==> src/rtl/dmm_pkg.sv <==
/*
  register map, mode codes and the bundle types of the acquisition core.
  count fields travel at register width. consumers use only the low TIMER_W bits.
*/

`default_nettype none

package dmm_pkg;

  localparam int REG_W   = 32;      // spi register width
  localparam int ADDR_W  = 7;       // address bits after the write flag
  localparam int SEQ_MAX = 4;       // sequence entries held

  //////////////////////////////////////////////////////////////////////
  // register map

  localparam logic [ADDR_W-1:0] REG_STATUS    = 7'd0;   // read only
  localparam logic [ADDR_W-1:0] REG_MODE      = 7'd1;
  localparam logic [ADDR_W-1:0] REG_DIRECT    = 7'd2;
  localparam logic [ADDR_W-1:0] REG_PRECHARGE = 7'd3;
  localparam logic [ADDR_W-1:0] REG_SEQ_N     = 7'd4;
  localparam logic [ADDR_W-1:0] REG_SEQ0      = 7'd5;   // seq1..3 follow
  localparam logic [ADDR_W-1:0] REG_SEQ1      = 7'd6;
  localparam logic [ADDR_W-1:0] REG_SEQ2      = 7'd7;
  localparam logic [ADDR_W-1:0] REG_SEQ3      = 7'd8;
  localparam logic [ADDR_W-1:0] REG_TRIG      = 7'd9;
  localparam logic [ADDR_W-1:0] REG_APERTURE  = 7'd10;  // last writable

  localparam logic [2:0] MODE_DIRECT   = 3'd0;
  localparam logic [2:0] MODE_SEQ_MOCK = 3'd6;   // sequencer + timer adc

  localparam logic [7:0] STATUS_MAGIC = 8'hAA;

  //////////////////////////////////////////////////////////////////////
  // types

  // one sample's switch setting, low bits of a seq register
  typedef struct packed {
    logic [1:0] pc_sw;    // 5:4
    logic [3:0] azmux;    // 3:0
  } seq_entry_t;

  // physical outputs, msb first here, lsb is leds
  typedef struct packed {
    logic       adc_reset_n;      // 25
    logic       meas_complete;    // 24
    logic       spi_interrupt;    // 23
    logic       adc_cmpr_latch;   // 22
    logic [3:0] adc_refmux;       // 21:18
    logic [3:0] azmux;            // 17:14
    logic [1:0] pc_sw;            // 13:12
    logic [7:0] monitor;          // 11:4
    logic [3:0] leds;             // 3:0
  } out_bundle_t;

  typedef struct packed {
    logic                          trig;
    logic [2:0]                    seq_n;
    seq_entry_t [SEQ_MAX-1:0]      seq;
    logic [REG_W-1:0]              precharge;   // clk counts
    logic [REG_W-1:0]              aperture;
  } seq_cfg_t;

endpackage

`default_nettype wire

==> src/rtl/clk_timer.sv <==
/*
  one-shot down-counter, load N gives done N+1 clk later.
  reload is allowed only when idle or in the done cycle.
*/

`timescale 1ns/100ps
`default_nettype none

module clk_timer #(
  parameter int TIMER_W = 24
) (
  input  logic               clk,
  input  logic               reset_i,
  input  logic               load_i,
  input  logic [TIMER_W-1:0] count_i,
  output logic               done_o
);

  logic [TIMER_W-1:0] cnt;
  logic               busy;

  always_ff @(posedge clk) begin
    if (reset_i) begin
      busy <= 1'b0;
      cnt  <= '0;
    end else if (load_i) begin
      busy <= 1'b1;
      cnt  <= count_i;
    end else if (busy) begin
      if (cnt == '0)
        busy <= 1'b0;                // expired, wait for next load
      else
        cnt <= cnt - 1'b1;
    end
  end

  assign done_o = busy && (cnt == '0);    // high in the zero cycle

  // a load mid-count would silently shorten an interval
  a_no_reload: assert property (@(posedge clk) disable iff (reset_i)
    load_i |-> !busy || done_o);

endmodule

`default_nettype wire

==> src/rtl/dmm_top.sv <==
/*
  acquisition control core with a timer in place of the adc.
  spi sck is sampled in clk, so its half period must be >= 4 clk.
*/

`timescale 1ns/100ps
`default_nettype none

module dmm_top #(
  parameter int TIMER_W = 24        // precharge / aperture counter width
) (
  input  logic       clk,
  input  logic       reset_i,

  // spi from mcu
  input  logic       spi_sck_i,
  input  logic       spi_sdi_i,
  input  logic       spi_cs_n_i,
  output logic       spi_sdo_o,

  input  logic [3:0] hw_flags_i,

  output logic [3:0] leds_o,
  output logic [7:0] monitor_o,
  output logic [1:0] pc_sw_o,
  output logic [3:0] azmux_o,
  output logic [3:0] adc_refmux_o,
  output logic       adc_cmpr_latch_ctl_o,
  output logic       spi_interrupt_ctl_o,
  output logic       meas_complete_o
);

  logic [2:0]           mode;
  logic [2:0]           sample_idx_last;
  dmm_pkg::seq_cfg_t    seq_cfg;
  dmm_pkg::out_bundle_t direct_bundle;
  dmm_pkg::out_bundle_t seq_bundle;
  dmm_pkg::out_bundle_t out_bundle;     // registered, goes to pins

  spi_reg_bank #(
    .TIMER_W (TIMER_W)
  ) reg_bank (
    .clk               (clk),
    .reset_i           (reset_i),
    .sck_i             (spi_sck_i),
    .sdi_i             (spi_sdi_i),
    .cs_n_i            (spi_cs_n_i),
    .hw_flags_i        (hw_flags_i),
    .sample_idx_last_i (sample_idx_last),
    .sdo_o             (spi_sdo_o),
    .mode_o            (mode),
    .direct_o          (direct_bundle),
    .cfg_o             (seq_cfg)
  );

  seq_acq_fsm #(
    .TIMER_W (TIMER_W)
  ) seq_acq (
    .clk               (clk),
    .reset_i           (reset_i),
    .cfg_i             (seq_cfg),
    .bundle_o          (seq_bundle),
    .sample_idx_last_o (sample_idx_last)
  );

  output_mode_mux mode_mux (
    .clk      (clk),
    .reset_i  (reset_i),
    .mode_i   (mode),
    .direct_i (direct_bundle),
    .seq_i    (seq_bundle),
    .out_o    (out_bundle)
  );

  //////////////////////////////////////////////////////////////////////
  // pins, adc_reset_n has no pin on this board

  assign leds_o               = out_bundle.leds;
  assign monitor_o            = out_bundle.monitor;
  assign pc_sw_o              = out_bundle.pc_sw;
  assign azmux_o              = out_bundle.azmux;
  assign adc_refmux_o         = out_bundle.adc_refmux;
  assign adc_cmpr_latch_ctl_o = out_bundle.adc_cmpr_latch;
  assign spi_interrupt_ctl_o  = out_bundle.spi_interrupt;
  assign meas_complete_o      = out_bundle.meas_complete;

endmodule

`default_nettype wire

==> src/rtl/output_mode_mux.sv <==
/*
  registered output source select one clk behind the source.
  modes other than direct and sequencer drive all zero.
*/

`timescale 1ns/100ps
`default_nettype none

module output_mode_mux (
  input  logic                   clk,
  input  logic                   reset_i,
  input  logic [2:0]             mode_i,
  input  dmm_pkg::out_bundle_t   direct_i,
  input  dmm_pkg::out_bundle_t   seq_i,
  output dmm_pkg::out_bundle_t   out_o
);

  always_ff @(posedge clk) begin
    if (reset_i) begin
      out_o <= '0;                           // everything off
    end else begin
      case (mode_i)
        dmm_pkg::MODE_DIRECT:   out_o <= direct_i;   // bench / bring-up
        dmm_pkg::MODE_SEQ_MOCK: out_o <= seq_i;
        default:                out_o <= '0;
      endcase
    end
  end

endmodule

`default_nettype wire

==> src/rtl/seq_acq_fsm.sv <==
/*
  free-running sample sequencer, held idle while trig is low.
  seq_n is taken at trigger, 0 runs one entry and values above 4 run four.
*/

`timescale 1ns/100ps
`default_nettype none

module seq_acq_fsm #(
  parameter int TIMER_W = 24
) (
  input  logic                   clk,
  input  logic                   reset_i,
  input  dmm_pkg::seq_cfg_t      cfg_i,
  output dmm_pkg::out_bundle_t   bundle_o,
  output logic [2:0]             sample_idx_last_o
);

  typedef enum logic [1:0] {
    IDLE      = 2'd0,
    PRECHARGE = 2'd1,
    APERTURE  = 2'd2,
    COMPLETE  = 2'd3
  } state_t;

  state_t              state;
  logic [2:0]          idx;          // current sample
  logic [2:0]          idx_nxt;
  logic [2:0]          n_eff;
  logic [2:0]          n_q;          // length in use
  dmm_pkg::seq_entry_t entry_q;      // switch setting for this sample
  logic                run_rst;
  logic                tmr_load;
  logic                tmr_done;
  logic [TIMER_W-1:0]  tmr_count;

  assign run_rst = reset_i | ~cfg_i.trig;   // trig low parks everything

  always_comb begin
    if (cfg_i.seq_n == 3'd0)
      n_eff = 3'd1;
    else if (cfg_i.seq_n > 3'(dmm_pkg::SEQ_MAX))
      n_eff = 3'(dmm_pkg::SEQ_MAX);             // only four entries exist
    else
      n_eff = cfg_i.seq_n;
  end

  assign idx_nxt = (idx + 3'd1 >= n_q) ? 3'd0 : idx + 3'd1;

  //////////////////////////////////////////////////////////////////////
  // timer, one for both intervals

  assign tmr_load = cfg_i.trig && (state == IDLE || state == COMPLETE
                    || (state == PRECHARGE && tmr_done));

  // precharge next unless leaving precharge
  assign tmr_count = (state == PRECHARGE) ? cfg_i.aperture[TIMER_W-1:0]
                                          : cfg_i.precharge[TIMER_W-1:0];

  clk_timer #(
    .TIMER_W (TIMER_W)
  ) timer (
    .clk     (clk),
    .reset_i (run_rst),
    .load_i  (tmr_load),
    .count_i (tmr_count),
    .done_o  (tmr_done)
  );

  //////////////////////////////////////////////////////////////////////
  // state

  always_ff @(posedge clk) begin
    if (run_rst) begin
      state <= IDLE;
      idx   <= 3'd0;
      n_q   <= 3'd1;
    end else begin
      case (state)
        IDLE: begin
          state <= PRECHARGE;                // trig seen
          n_q   <= n_eff;
        end
        PRECHARGE: if (tmr_done) state <= APERTURE;
        APERTURE:  if (tmr_done) state <= COMPLETE;
        COMPLETE: begin
          state <= PRECHARGE;                // next sample, no gap
          idx   <= idx_nxt;
        end
      endcase
    end
  end

  // entry latched on the way into precharge
  always_ff @(posedge clk) begin
    if (state == IDLE)
      entry_q <= cfg_i.seq[idx[1:0]];
    else if (state == COMPLETE)
      entry_q <= cfg_i.seq[idx_nxt[1:0]];
  end

  // survives trig clear, read back via status
  always_ff @(posedge clk) begin
    if (reset_i)
      sample_idx_last_o <= 3'd0;
    else if (state == COMPLETE)
      sample_idx_last_o <= idx;
  end

  //////////////////////////////////////////////////////////////////////
  // outputs

  always_comb begin
    bundle_o         = '0;
    bundle_o.monitor = {3'b0, idx, state};   // scope friendly
    if (state != IDLE) begin
      bundle_o.leds  = 4'b0001 << idx[1:0];  // one-hot index
      bundle_o.pc_sw = entry_q.pc_sw;
      bundle_o.azmux = entry_q.azmux;
    end
    bundle_o.adc_reset_n   = (state == APERTURE);  // mock adc integrating
    bundle_o.meas_complete = (state == COMPLETE);
    bundle_o.spi_interrupt = (state == COMPLETE);  // tells the mcu
  end

  a_idx_range: assert property (@(posedge clk) disable iff (run_rst)
    idx < n_q);

endmodule

`default_nettype wire

==> src/rtl/spi_reg_bank.sv <==
/*
  spi mode 0 slave, sck is oversampled so half periods need >= 4 clk.
  frame is 8 bit cmd (write flag + addr) then 32 data bits, msb first.
  writes commit on cs release, only for exactly 40 bits.
*/

`timescale 1ns/100ps
`default_nettype none

module spi_reg_bank #(
  parameter int TIMER_W = 24
) (
  input  logic                   clk,
  input  logic                   reset_i,
  input  logic                   sck_i,
  input  logic                   sdi_i,
  input  logic                   cs_n_i,
  input  logic [3:0]             hw_flags_i,
  input  logic [2:0]             sample_idx_last_i,
  output logic                   sdo_o,
  output logic [2:0]             mode_o,
  output dmm_pkg::out_bundle_t   direct_o,
  output dmm_pkg::seq_cfg_t      cfg_o
);

  localparam int FRAME_BITS = 8 + dmm_pkg::REG_W;   // cmd byte + data

  logic [2:0] sck_q;      // 2 sync stages + edge history
  logic [1:0] sdi_q;
  logic [2:0] cs_q;
  logic       sck_rise;
  logic       sck_fall;
  logic       cs_fall;
  logic       cs_rise;
  logic       cs_act;
  logic       sdi_s;

  logic [5:0]                    bit_cnt;
  logic                          overrun;    // more than a frame of clocks
  logic [FRAME_BITS-1:0]         rx_sr;
  logic [dmm_pkg::REG_W-1:0]     tx_sr;
  logic [dmm_pkg::ADDR_W-1:0]    rd_addr;
  logic [dmm_pkg::ADDR_W-1:0]    wr_addr;
  logic                          wr_en;
  logic [dmm_pkg::REG_W-1:0]     status;

  logic [dmm_pkg::REG_W-1:0] regs [dmm_pkg::REG_MODE:dmm_pkg::REG_APERTURE];

  function automatic logic is_rw(input logic [dmm_pkg::ADDR_W-1:0] a);
    return (a >= dmm_pkg::REG_MODE) && (a <= dmm_pkg::REG_APERTURE);
  endfunction

  function automatic logic [dmm_pkg::REG_W-1:0] read_word(
    input logic [dmm_pkg::ADDR_W-1:0] a
  );
    logic [dmm_pkg::REG_W-1:0] w;
    w = '0;                                  // unknown addr reads 0
    if (a == dmm_pkg::REG_STATUS)
      w = status;
    else if (is_rw(a))
      w = regs[a];
    return w;
  endfunction

  //////////////////////////////////////////////////////////////////////
  // pin sampling

  always_ff @(posedge clk) begin
    if (reset_i) begin
      sck_q <= '0;
      sdi_q <= '0;
      cs_q  <= '1;                           // deselected
    end else begin
      sck_q <= {sck_q[1:0], sck_i};
      sdi_q <= {sdi_q[0], sdi_i};
      cs_q  <= {cs_q[1:0], cs_n_i};
    end
  end

  assign sck_rise = sck_q[1] & ~sck_q[2];
  assign sck_fall = ~sck_q[1] & sck_q[2];
  assign cs_act   = ~cs_q[1];
  assign cs_fall  = ~cs_q[1] & cs_q[2];
  assign cs_rise  = cs_q[1] & ~cs_q[2];
  assign sdi_s    = sdi_q[1];                // aligned with sck_q[1]

  //////////////////////////////////////////////////////////////////////
  // frame

  always_ff @(posedge clk) begin
    if (reset_i) begin
      bit_cnt <= '0;
      overrun <= 1'b0;
    end else if (cs_fall) begin
      bit_cnt <= '0;
      overrun <= 1'b0;
    end else if (cs_act && sck_rise) begin
      if (bit_cnt == FRAME_BITS)
        overrun <= 1'b1;                     // extra clocks kill the write
      else
        bit_cnt <= bit_cnt + 6'd1;
    end
  end

  // shift data, no reset needed
  always_ff @(posedge clk) begin
    if (cs_act && sck_rise && bit_cnt < FRAME_BITS)
      rx_sr <= {rx_sr[FRAME_BITS-2:0], sdi_s};
  end

  // addr completes on the 8th rise, last bit still on sdi_s
  assign rd_addr = {rx_sr[dmm_pkg::ADDR_W-2:0], sdi_s};

  // readback. load after addr byte, move on falling sck
  always_ff @(posedge clk) begin
    if (reset_i || cs_rise)
      tx_sr <= '1;                           // sdo idles high
    else if (cs_act && sck_rise && bit_cnt == 6'd7)
      tx_sr <= read_word(rd_addr);           // bit 31 out before data rise 1
    else if (cs_act && sck_fall && bit_cnt > 6'd8 && bit_cnt < FRAME_BITS)
      tx_sr <= {tx_sr[dmm_pkg::REG_W-2:0], 1'b1};
  end

  assign sdo_o = tx_sr[dmm_pkg::REG_W-1];

  //////////////////////////////////////////////////////////////////////
  // register file

  assign wr_addr = rx_sr[FRAME_BITS-2 -: dmm_pkg::ADDR_W];
  assign wr_en   = cs_rise && (bit_cnt == FRAME_BITS) && !overrun
                   && rx_sr[FRAME_BITS-1] && is_rw(wr_addr);

  always_ff @(posedge clk) begin
    if (reset_i) begin
      for (int a = dmm_pkg::REG_MODE; a <= dmm_pkg::REG_APERTURE; a++) begin
        regs[a] <= '0;
      end
    end else if (wr_en) begin
      regs[wr_addr] <= rx_sr[dmm_pkg::REG_W-1:0];
    end
  end

  assign status = {9'b0, cfg_o.seq_n, 1'b0, sample_idx_last_i,
                   4'b0, hw_flags_i, dmm_pkg::STATUS_MAGIC};

  assign mode_o   = regs[dmm_pkg::REG_MODE][2:0];
  assign direct_o = regs[dmm_pkg::REG_DIRECT][$bits(dmm_pkg::out_bundle_t)-1:0];

  always_comb begin
    cfg_o       = '0;
    cfg_o.trig  = regs[dmm_pkg::REG_TRIG][0];
    cfg_o.seq_n = regs[dmm_pkg::REG_SEQ_N][2:0];
    for (int i = 0; i < dmm_pkg::SEQ_MAX; i++) begin
      cfg_o.seq[i] = regs[dmm_pkg::REG_SEQ0 + i][$bits(dmm_pkg::seq_entry_t)-1:0];
    end
    cfg_o.precharge[TIMER_W-1:0] = regs[dmm_pkg::REG_PRECHARGE][TIMER_W-1:0];
    cfg_o.aperture[TIMER_W-1:0]  = regs[dmm_pkg::REG_APERTURE][TIMER_W-1:0];
  end

  a_bit_cnt_bound: assert property (@(posedge clk) disable iff (reset_i)
    cs_act |-> bit_cnt <= 6'(FRAME_BITS));

endmodule

`default_nettype wire

==> config.mk <==
export PLATFORM = sky130hd
export DESIGN_NAME = dmm_top
export DESIGN_NICKNAME = d
export VERILOG_FILES = /design/src/rtl/dmm_pkg.sv /design/src/rtl/clk_timer.sv /design/src/rtl/dmm_top.sv /design/src/rtl/output_mode_mux.sv /design/src/rtl/seq_acq_fsm.sv /design/src/rtl/spi_reg_bank.sv
export SDC_FILE = /design/constraint.sdc
export NUM_CORES = 1
export LEC_CHECK = 0
export BUFFER_PORTS_ARGS = -buffer_cell sky130_fd_sc_hd__buf_2
export CAP_MARGIN = 20
export CORE_ASPECT_RATIO = 0.5
export CORE_MARGIN = 2
export CORE_UTILIZATION = 48
export CTS_CLUSTER_DIAMETER = 40
export DETAILED_ROUTE_END_ITERATION = 6
export PLACE_DENSITY_LB_ADDON = 0.05
export SYNTH_ARGS = -nofsm -noshare
export SYNTH_HDL_FRONTEND = slang
export SYNTH_HIERARCHICAL = 1
export SYNTH_SLANG_ARGS = --single-unit
==> constraint.sdc <==
create_clock -name clk -period 9 [get_ports clk]
set_input_delay 1.8 -clock clk [delete_from_list [all_inputs] [get_ports clk]]
set_output_delay 1.8 -clock clk [all_outputs]
set_load 0.02 [all_outputs]
==> impl_metrics.tcl, run 1 <==
set metrics [dict create \
    path_clk_slew_ps 60 \
    finalWeightedCongestion 0.849 \
    timing.critical_path.required_ps 9240 \
    die_w_um 317 \
    area_growth_pct 8.24 \
    grt-ovfl-total 0 \
    run_status "completed" \
    report.final.slew_viol_count 0 \
    detailedPlace.worstSlack_ps 4190 \
    groute.usage.overall 0.273 \
    count_of_yosys_warnings_during_synthesis 6 \
    hold_viol 0 \
    max_clock_buf_depth 3 \
    min_path_cells 1 \
    setup_violations 0 \
    worst_slew_pin_slew_ps 1120 \
    crit_path_end_kind "flop" \
    final.hold.worst_slack_ps 408 \
    vdd_drop_max_mv 0.140 \
    final_cell_mix "edfxtp_1, nor2_1, nand2_1" \
    rr_startpoint "seq_acq/timer/cnt[0]$_SDFFE_PP0P_" \
    finalNonFillerCells 2608 \
    num_antenna_cells 0 \
    tritoncts "done" \
    drt_pass1_iterations 6 \
    route.detailed.wl_per_inst_um 26.4 \
    fp.dieH_um 161 \
    rsz0062_at_grt "false" \
    timing.hold.worst.class "reg -> reg" \
    maximum_number_of_pins_on_one_net_before_global_route_repair 76 \
    cts.repair.resized 0 \
    final_layout_setup_total_negative_slack_ps 0 \
    finish.net_count 1943 \
    root_buffer "clkbuf_16" \
    placeableCoreArea_sq_mm 0.0485 \
    timing.fmax_mhz 236 \
    vias_per_cell 6.06 \
    clk_latency_ps 600 \
    worst_r2r_path_depth 13 \
    synthesis.instances 2009 \
    cap_violations 0 \
    h-tree-depth 2 \
    power.density_mw_per_mm2 205 \
    layout.cells.most_common "edfxtp_1" \
    worstSetupPathType "in -> reg" \
    syn-mean-instance-area_sq_um 11.7 \
    post_cts_buffers 0 \
    timing.slew.headroom 0.255 \
    drt_drc_violations_left 0 \
    setup_slack_ps 4760 \
    cp_max_fanout 75 \
    finalClockSkew_ps 26.1 \
    io_pins 35 \
    register_to_register_setup_slack_ps 5310 \
    antenna_violations_before_repair 2 \
    cts_hold_repair.buffers 0 \
    crit_arrival_ps 4480 \
    fin_crit_ps 4240 \
    drtIter0Drc 1850 \
    postRouteAntennaNets 0 \
    worst_r2r_endpoint "seq_acq/timer/cnt[21]$_SDFFE_PP0P_" \
    fp.dieArea_sq_mm 0.0510 \
    start_util 0.486 \
    hp-start "reg_bank/cs_q[0]$_SDFF_PP1_" \
    cp-start-kind "primary input" \
    wl_um 68800 \
    placed_cells 2512 \
    vias 15812 \
    cts_made_buffers 52 \
    power_leakage_nw 8.41 \
    via_count_of_the_first_global_routing_pass 15287 \
    hpwlAfterDp_um 43400 \
    finish.utilization 0.526 \
    port_buffers 34 \
    clkSinkCount 503 \
    period_utilization_post_route 0.471 \
    global_route_wire_length_before_repair_um 101000 \
    layout-drive-gt1-share 0.152 \
    syn-cell-area_sq_mm 0.0236 \
    worst_hold_path.endpoint "reg_bank/cs_q[1]$_SDFF_PP1_" \
    placementRows 57 \
]
[area by class of cell]
class                   count  area [sq um]
clock inverters            34           409
repair buffers             75           498
well taps                 649           812
inverters                  26          97.6
fillers                  4216         23000
flip-flops and latches    503         14000
clock buffers              61          1360
multi-input cells        1260          8300
[worst max-delay path by stage]
stage | slack [ps] | depth (start not counted) | end | from
after global routing | 4590 | 7 | reg_bank/regs[9][10]$_SDFFCE_PN0P_ | reset_i
after floorplan | 3170 | 6 | reg_bank/regs[8][0]$_SDFFCE_PN0P_ | reset_i
after CTS | 4810 | 6 | reg_bank/regs[8][0]$_SDFFCE_PN0P_ | reset_i
after global placement | 4230 | 6 | reg_bank/regs[8][0]$_SDFFCE_PN0P_ | reset_i
after detailed placement | 4190 | 6 | reg_bank/regs[8][0]$_SDFFCE_PN0P_ | reset_i
final | 4760 | 7 | reg_bank/regs[9][10]$_SDFFCE_PN0P_ | reset_i
[power by group]
part | internal (mW) | leakage, nW | switching, mW
combinational | 0.107 | 2.93 | 0.194
clock | 1.32 | 0.862 | 0.945
sequential | 2.60 | 4.62 | 0.0602
total | 4.02 | 8.41 | 1.20
[stage by stage]
step | power (mW) | cell area (sq um)
finish | 5.22 | 25500
global route | 5.39 | 25500
CTS | 5.24 | 25500
detailed placement | 3.00 | 23700
global placement | 2.99 | 23700
floorplan | 2.92 | 23700
[critical path: stages]
cell and delay, ps:
buf_2 210, nor4_1 240, and4_1 300, nand3b_1 320
buf_4 520, o21ai_4 500, buf_4 490
[layer usage]
| metal | GRT usage | vias to the layer above | part of all wire |
|---|---|---|---|
| met5 | 0 | - | 0 |
| met4 | 0.0559 | 0 | 0.019 |
| met3 | 0.0812 | 91 | 0.11 |
| met2 | 0.397 | 738 | 0.43 |
| met1 | 0.406 | 7989 | 0.44 |
| li1 | - | 6994 | - |
[state kept, by name, indices dropped and copies added, names as in the netlist]
| register | flops |
|---|---|
| seq_acq/timer/cnt | 24 |
| reg_bank/bit_cnt | 6 |
| reg_bank/overrun | 1 |
| reg_bank/rx_sr | 40 |
| reg_bank/regs | 349 |
| seq_acq/state | 2 |
| reg_bank/tx_sr | 32 |
| reg_bank/cs_q | 3 |
| seq_acq/timer/busy | 1 |
| reg_bank/sck_q | 3 |
| seq_acq/n_q | 3 |
| seq_acq/idx | 3 |
| mode_mux/out_o | 25 |
| seq_acq/sample_idx_last_o | 3 |
| reg_bank/sdi_q | 2 |
| seq_acq/entry_q | 6 |
Power figures use the tool's default switching activity.
==> run 2: changes to the inputs <==
--- a/config.mk
+++ b/config.mk
@@ -5,6 +5,7 @@
 export SDC_FILE = /design/constraint.sdc
 export NUM_CORES = 1
 export LEC_CHECK = 0
+export ABC_AREA = 1
 export BUFFER_PORTS_ARGS = -buffer_cell sky130_fd_sc_hd__buf_2
 export CAP_MARGIN = 20
 export CORE_ASPECT_RATIO = 0.5
==> constraint.sdc (replaced) <==
create_clock -name clk -period 4.1 [get_ports clk]
set_input_delay 0.82 -clock clk [delete_from_list [all_inputs] [get_ports clk]]
set_output_delay 0.82 -clock clk [all_outputs]
set_load 0.02 [all_outputs]
==> run 2 against run 1 <==
Effect of this change: die area grew 12%; global-route usage grew 1.5 points; utilization shrank 0.20 points; clock power grew 130%; first-iteration DRC count grew 24%; area after synthesis grew 13%; worst hold slack lost 9.4 ps; flip-flop and latch count grew 32; sequential share of layout area shrank 2.1 points; power grew 130%; synthesized cell count grew 47%; clock skew is essentially flat.
==> impl_metrics.tcl, run 2 <==
set metrics [dict create \
    final_cell_mix "nand2_1, nor2_1, edfxtp_1" \
    internal-power_mw 9.01 \
    finalWeightedCongestion 0.927 \
    timing.critical_path.cells "inv_1 > buf_4 > nand2_1 > nor2_1 > nand3_1 > nor2_1 > nor2_1 > nand2_1 > nand2_1 > nand2_1 > nand2_1 > nand2_1" \
    critPathSlowestCell "nor2_1" \
    critical-path-top-cell-by-count "nand2_1" \
    rr_startpoint "reg_bank/rx_sr[1]$_DFFE_PP_" \
    root_buffer "clkbuf_16" \
    timing.hold.worst.class "reg -> reg" \
    power.density_mw_per_mm2 417 \
    top_register "reg_bank/regs" \
    reg_top3 "reg_bank/regs x381, reg_bank/rx_sr x40, reg_bank/tx_sr x32" \
    syn-cell-area_sq_mm 0.0265 \
    port_buffers 34 \
    clk_latency_ps 620 \
    post_cts_buffers 0 \
    cp_max_fanout 14 \
    placementRows 60 \
    min_path_cells 2 \
    fp.dieH_um 170 \
    vdd_drop_max_mv 0.319 \
    wl_um 81600 \
    critical_path_cell_count 12 \
    cpPeakStageDelay_ps 970 \
    sequentialPowerShare 0.515 \
    synthesis.instances 2959 \
    cap_violations 0 \
    layout.cells.most_common "nand2_1" \
    num_antenna_cells 0 \
    vias_per_cell 5.34 \
    power.share.switching 0.237 \
    crit_arrival_ps 3590 \
    finalClockSkew_ps 26.5 \
    cp-start-kind "flop" \
    rsz0062_at_grt "false" \
    antenna_violations_before_repair 0 \
    worst_r2r_path_depth 12 \
    vias 19711 \
    io_pins 35 \
    die_w_um 336 \
    drt_drc_violations_left 0 \
    finish.net_count 2930 \
    global_route_wire_length_before_repair_um 121000 \
    groute.usage.overall 0.288 \
    maximum_number_of_pins_on_one_net_before_global_route_repair 56 \
    worst_slew_pin_slew_ps 1060 \
    count_of_yosys_warnings_during_synthesis 6 \
    fp.dieArea_sq_mm 0.0572 \
    worstSetupPathType "reg -> reg" \
    detailedPlace.worstSlack_ps 961 \
    path_clk_slew_ps 70 \
    power_switching_mw 2.80 \
    setup_slack_ps 1050 \
    timing.critical_path.required_ps 4640 \
    worst_r2r_endpoint "reg_bank/tx_sr[7]$_SDFFE_PP1P_" \
    h-tree-depth 2 \
    max_clock_buf_depth 3 \
    n_fill_cell 5099 \
    hp-start "reg_bank/sck_q[0]$_SDFF_PP0_" \
    start_util 0.490 \
    hold_viol 0 \
    drtIter0Drc 2288 \
    comb_power_share 0.053 \
    clkSinkCount 535 \
    worst_hold_path.endpoint "reg_bank/sck_q[1]$_SDFF_PP0_" \
    final.hold.worst_slack_ps 399 \
    timing.slew.headroom 0.294 \
    period_utilization_post_route 0.743 \
    timing.fmax_mhz 328 \
    power.share.clock 0.432 \
    area_growth_pct 6.97 \
    drt_pass1_iterations 6 \
    layout-drive-gt1-share 0.104 \
    power_leakage_nw 12.0 \
    syn-mean-instance-area_sq_um 8.96 \
    route.detailed.wl_per_inst_um 22.1 \
    setup_violations 0 \
    run_status "completed" \
    critical_path.top_delay_family "simple AND/OR/NAND/NOR gates" \
    timing.critical_path.buf_inv 2 \
    placeableCoreArea_sq_mm 0.0541 \
    cts.repair.resized 0 \
    grt-ovfl-total 0 \
    hpwlAfterDp_um 53200 \
    postRouteAntennaNets 0 \
    cts_hold_repair.buffers 0 \
    cts_made_buffers 55 \
    final_layout_setup_total_negative_slack_ps 0 \
    fin_crit_ps 3050 \
    via_count_of_the_first_global_routing_pass 18581 \
    report.final.slew_viol_count 0 \
    register_to_register_setup_slack_ps 1050 \
    flip_flop_count_of_the_largest_register_after_layout 381 \
    crit_path_end_kind "flop" \
    tritoncts "done" \
]
-- run 2: power by group through the flow --
stage	clock (mW)	sequential [mW]	combinational [mW]
after global routing	5.39	6.09	0.694
after CTS	5.18	6.08	0.622
after detailed placement	0	6.19	0.620
after floorplan	0	6.15	0.482
final	5.11	6.08	0.626
after global placement	0	6.19	0.616
-- run 2: how the worst max path moves through the flow --
stage | endpoint | start | slack [ps]
after floorplan | reg_bank/regs[10][0]$_SDFFCE_PN0P_ | reset_i | 1240
after global placement | reg_bank/regs[10][14]$_SDFFCE_PN0P_ | reset_i | 990
after detailed placement | reg_bank/regs[10][21]$_SDFFCE_PN0P_ | reset_i | 960
after CTS | reg_bank/tx_sr[7]$_SDFFE_PP1P_ | reg_bank/rx_sr[1]$_DFFE_PP_ | 1160
after global routing | reg_bank/tx_sr[7]$_SDFFE_PP1P_ | reg_bank/rx_sr[1]$_DFFE_PP_ | 850
final | reg_bank/tx_sr[7]$_SDFFE_PP1P_ | reg_bank/rx_sr[1]$_DFFE_PP_ | 1050
-- run 2: through the flow --
stage	util	cells	power (mW)	instance area, sq um
final	0.524	3692	11.8	28400
after global routing	0.524	3692	12.2	28400
after CTS	0.524	3692	11.9	28400
after detailed placement	0.491	3592	6.81	26600
after global placement	0.491	3592	6.81	26600
after floorplan	-	3026	6.63	26800
-- run 2: layer usage --
layer / global-route usage / part of all wire
met5: 0.00255 / 0
met4: 0.0554 / 0.017
met3: 0.0900 / 0.11
met2: 0.410 / 0.40
met1: 0.431 / 0.46
-- run 2: tightest hold or removal path, delay by kind of cell (launching register included) --
kind	cells	cell delay (ps)
and+or+nand+nor	1	30
buffers and inverters	1	40
DFF	1	290
-- run 2: final cells by class --
class,count,area (sq um),share of cell area
inverters,269,1010,0.0357
well taps,744,931,0.0328
clock buffers,71,1510,0.0532
flip-flops and latches,535,15000,0.529
multi-input cells,1959,9040,0.319
clock inverters,29,278,0.00980
repair buffers,85,591,0.0208
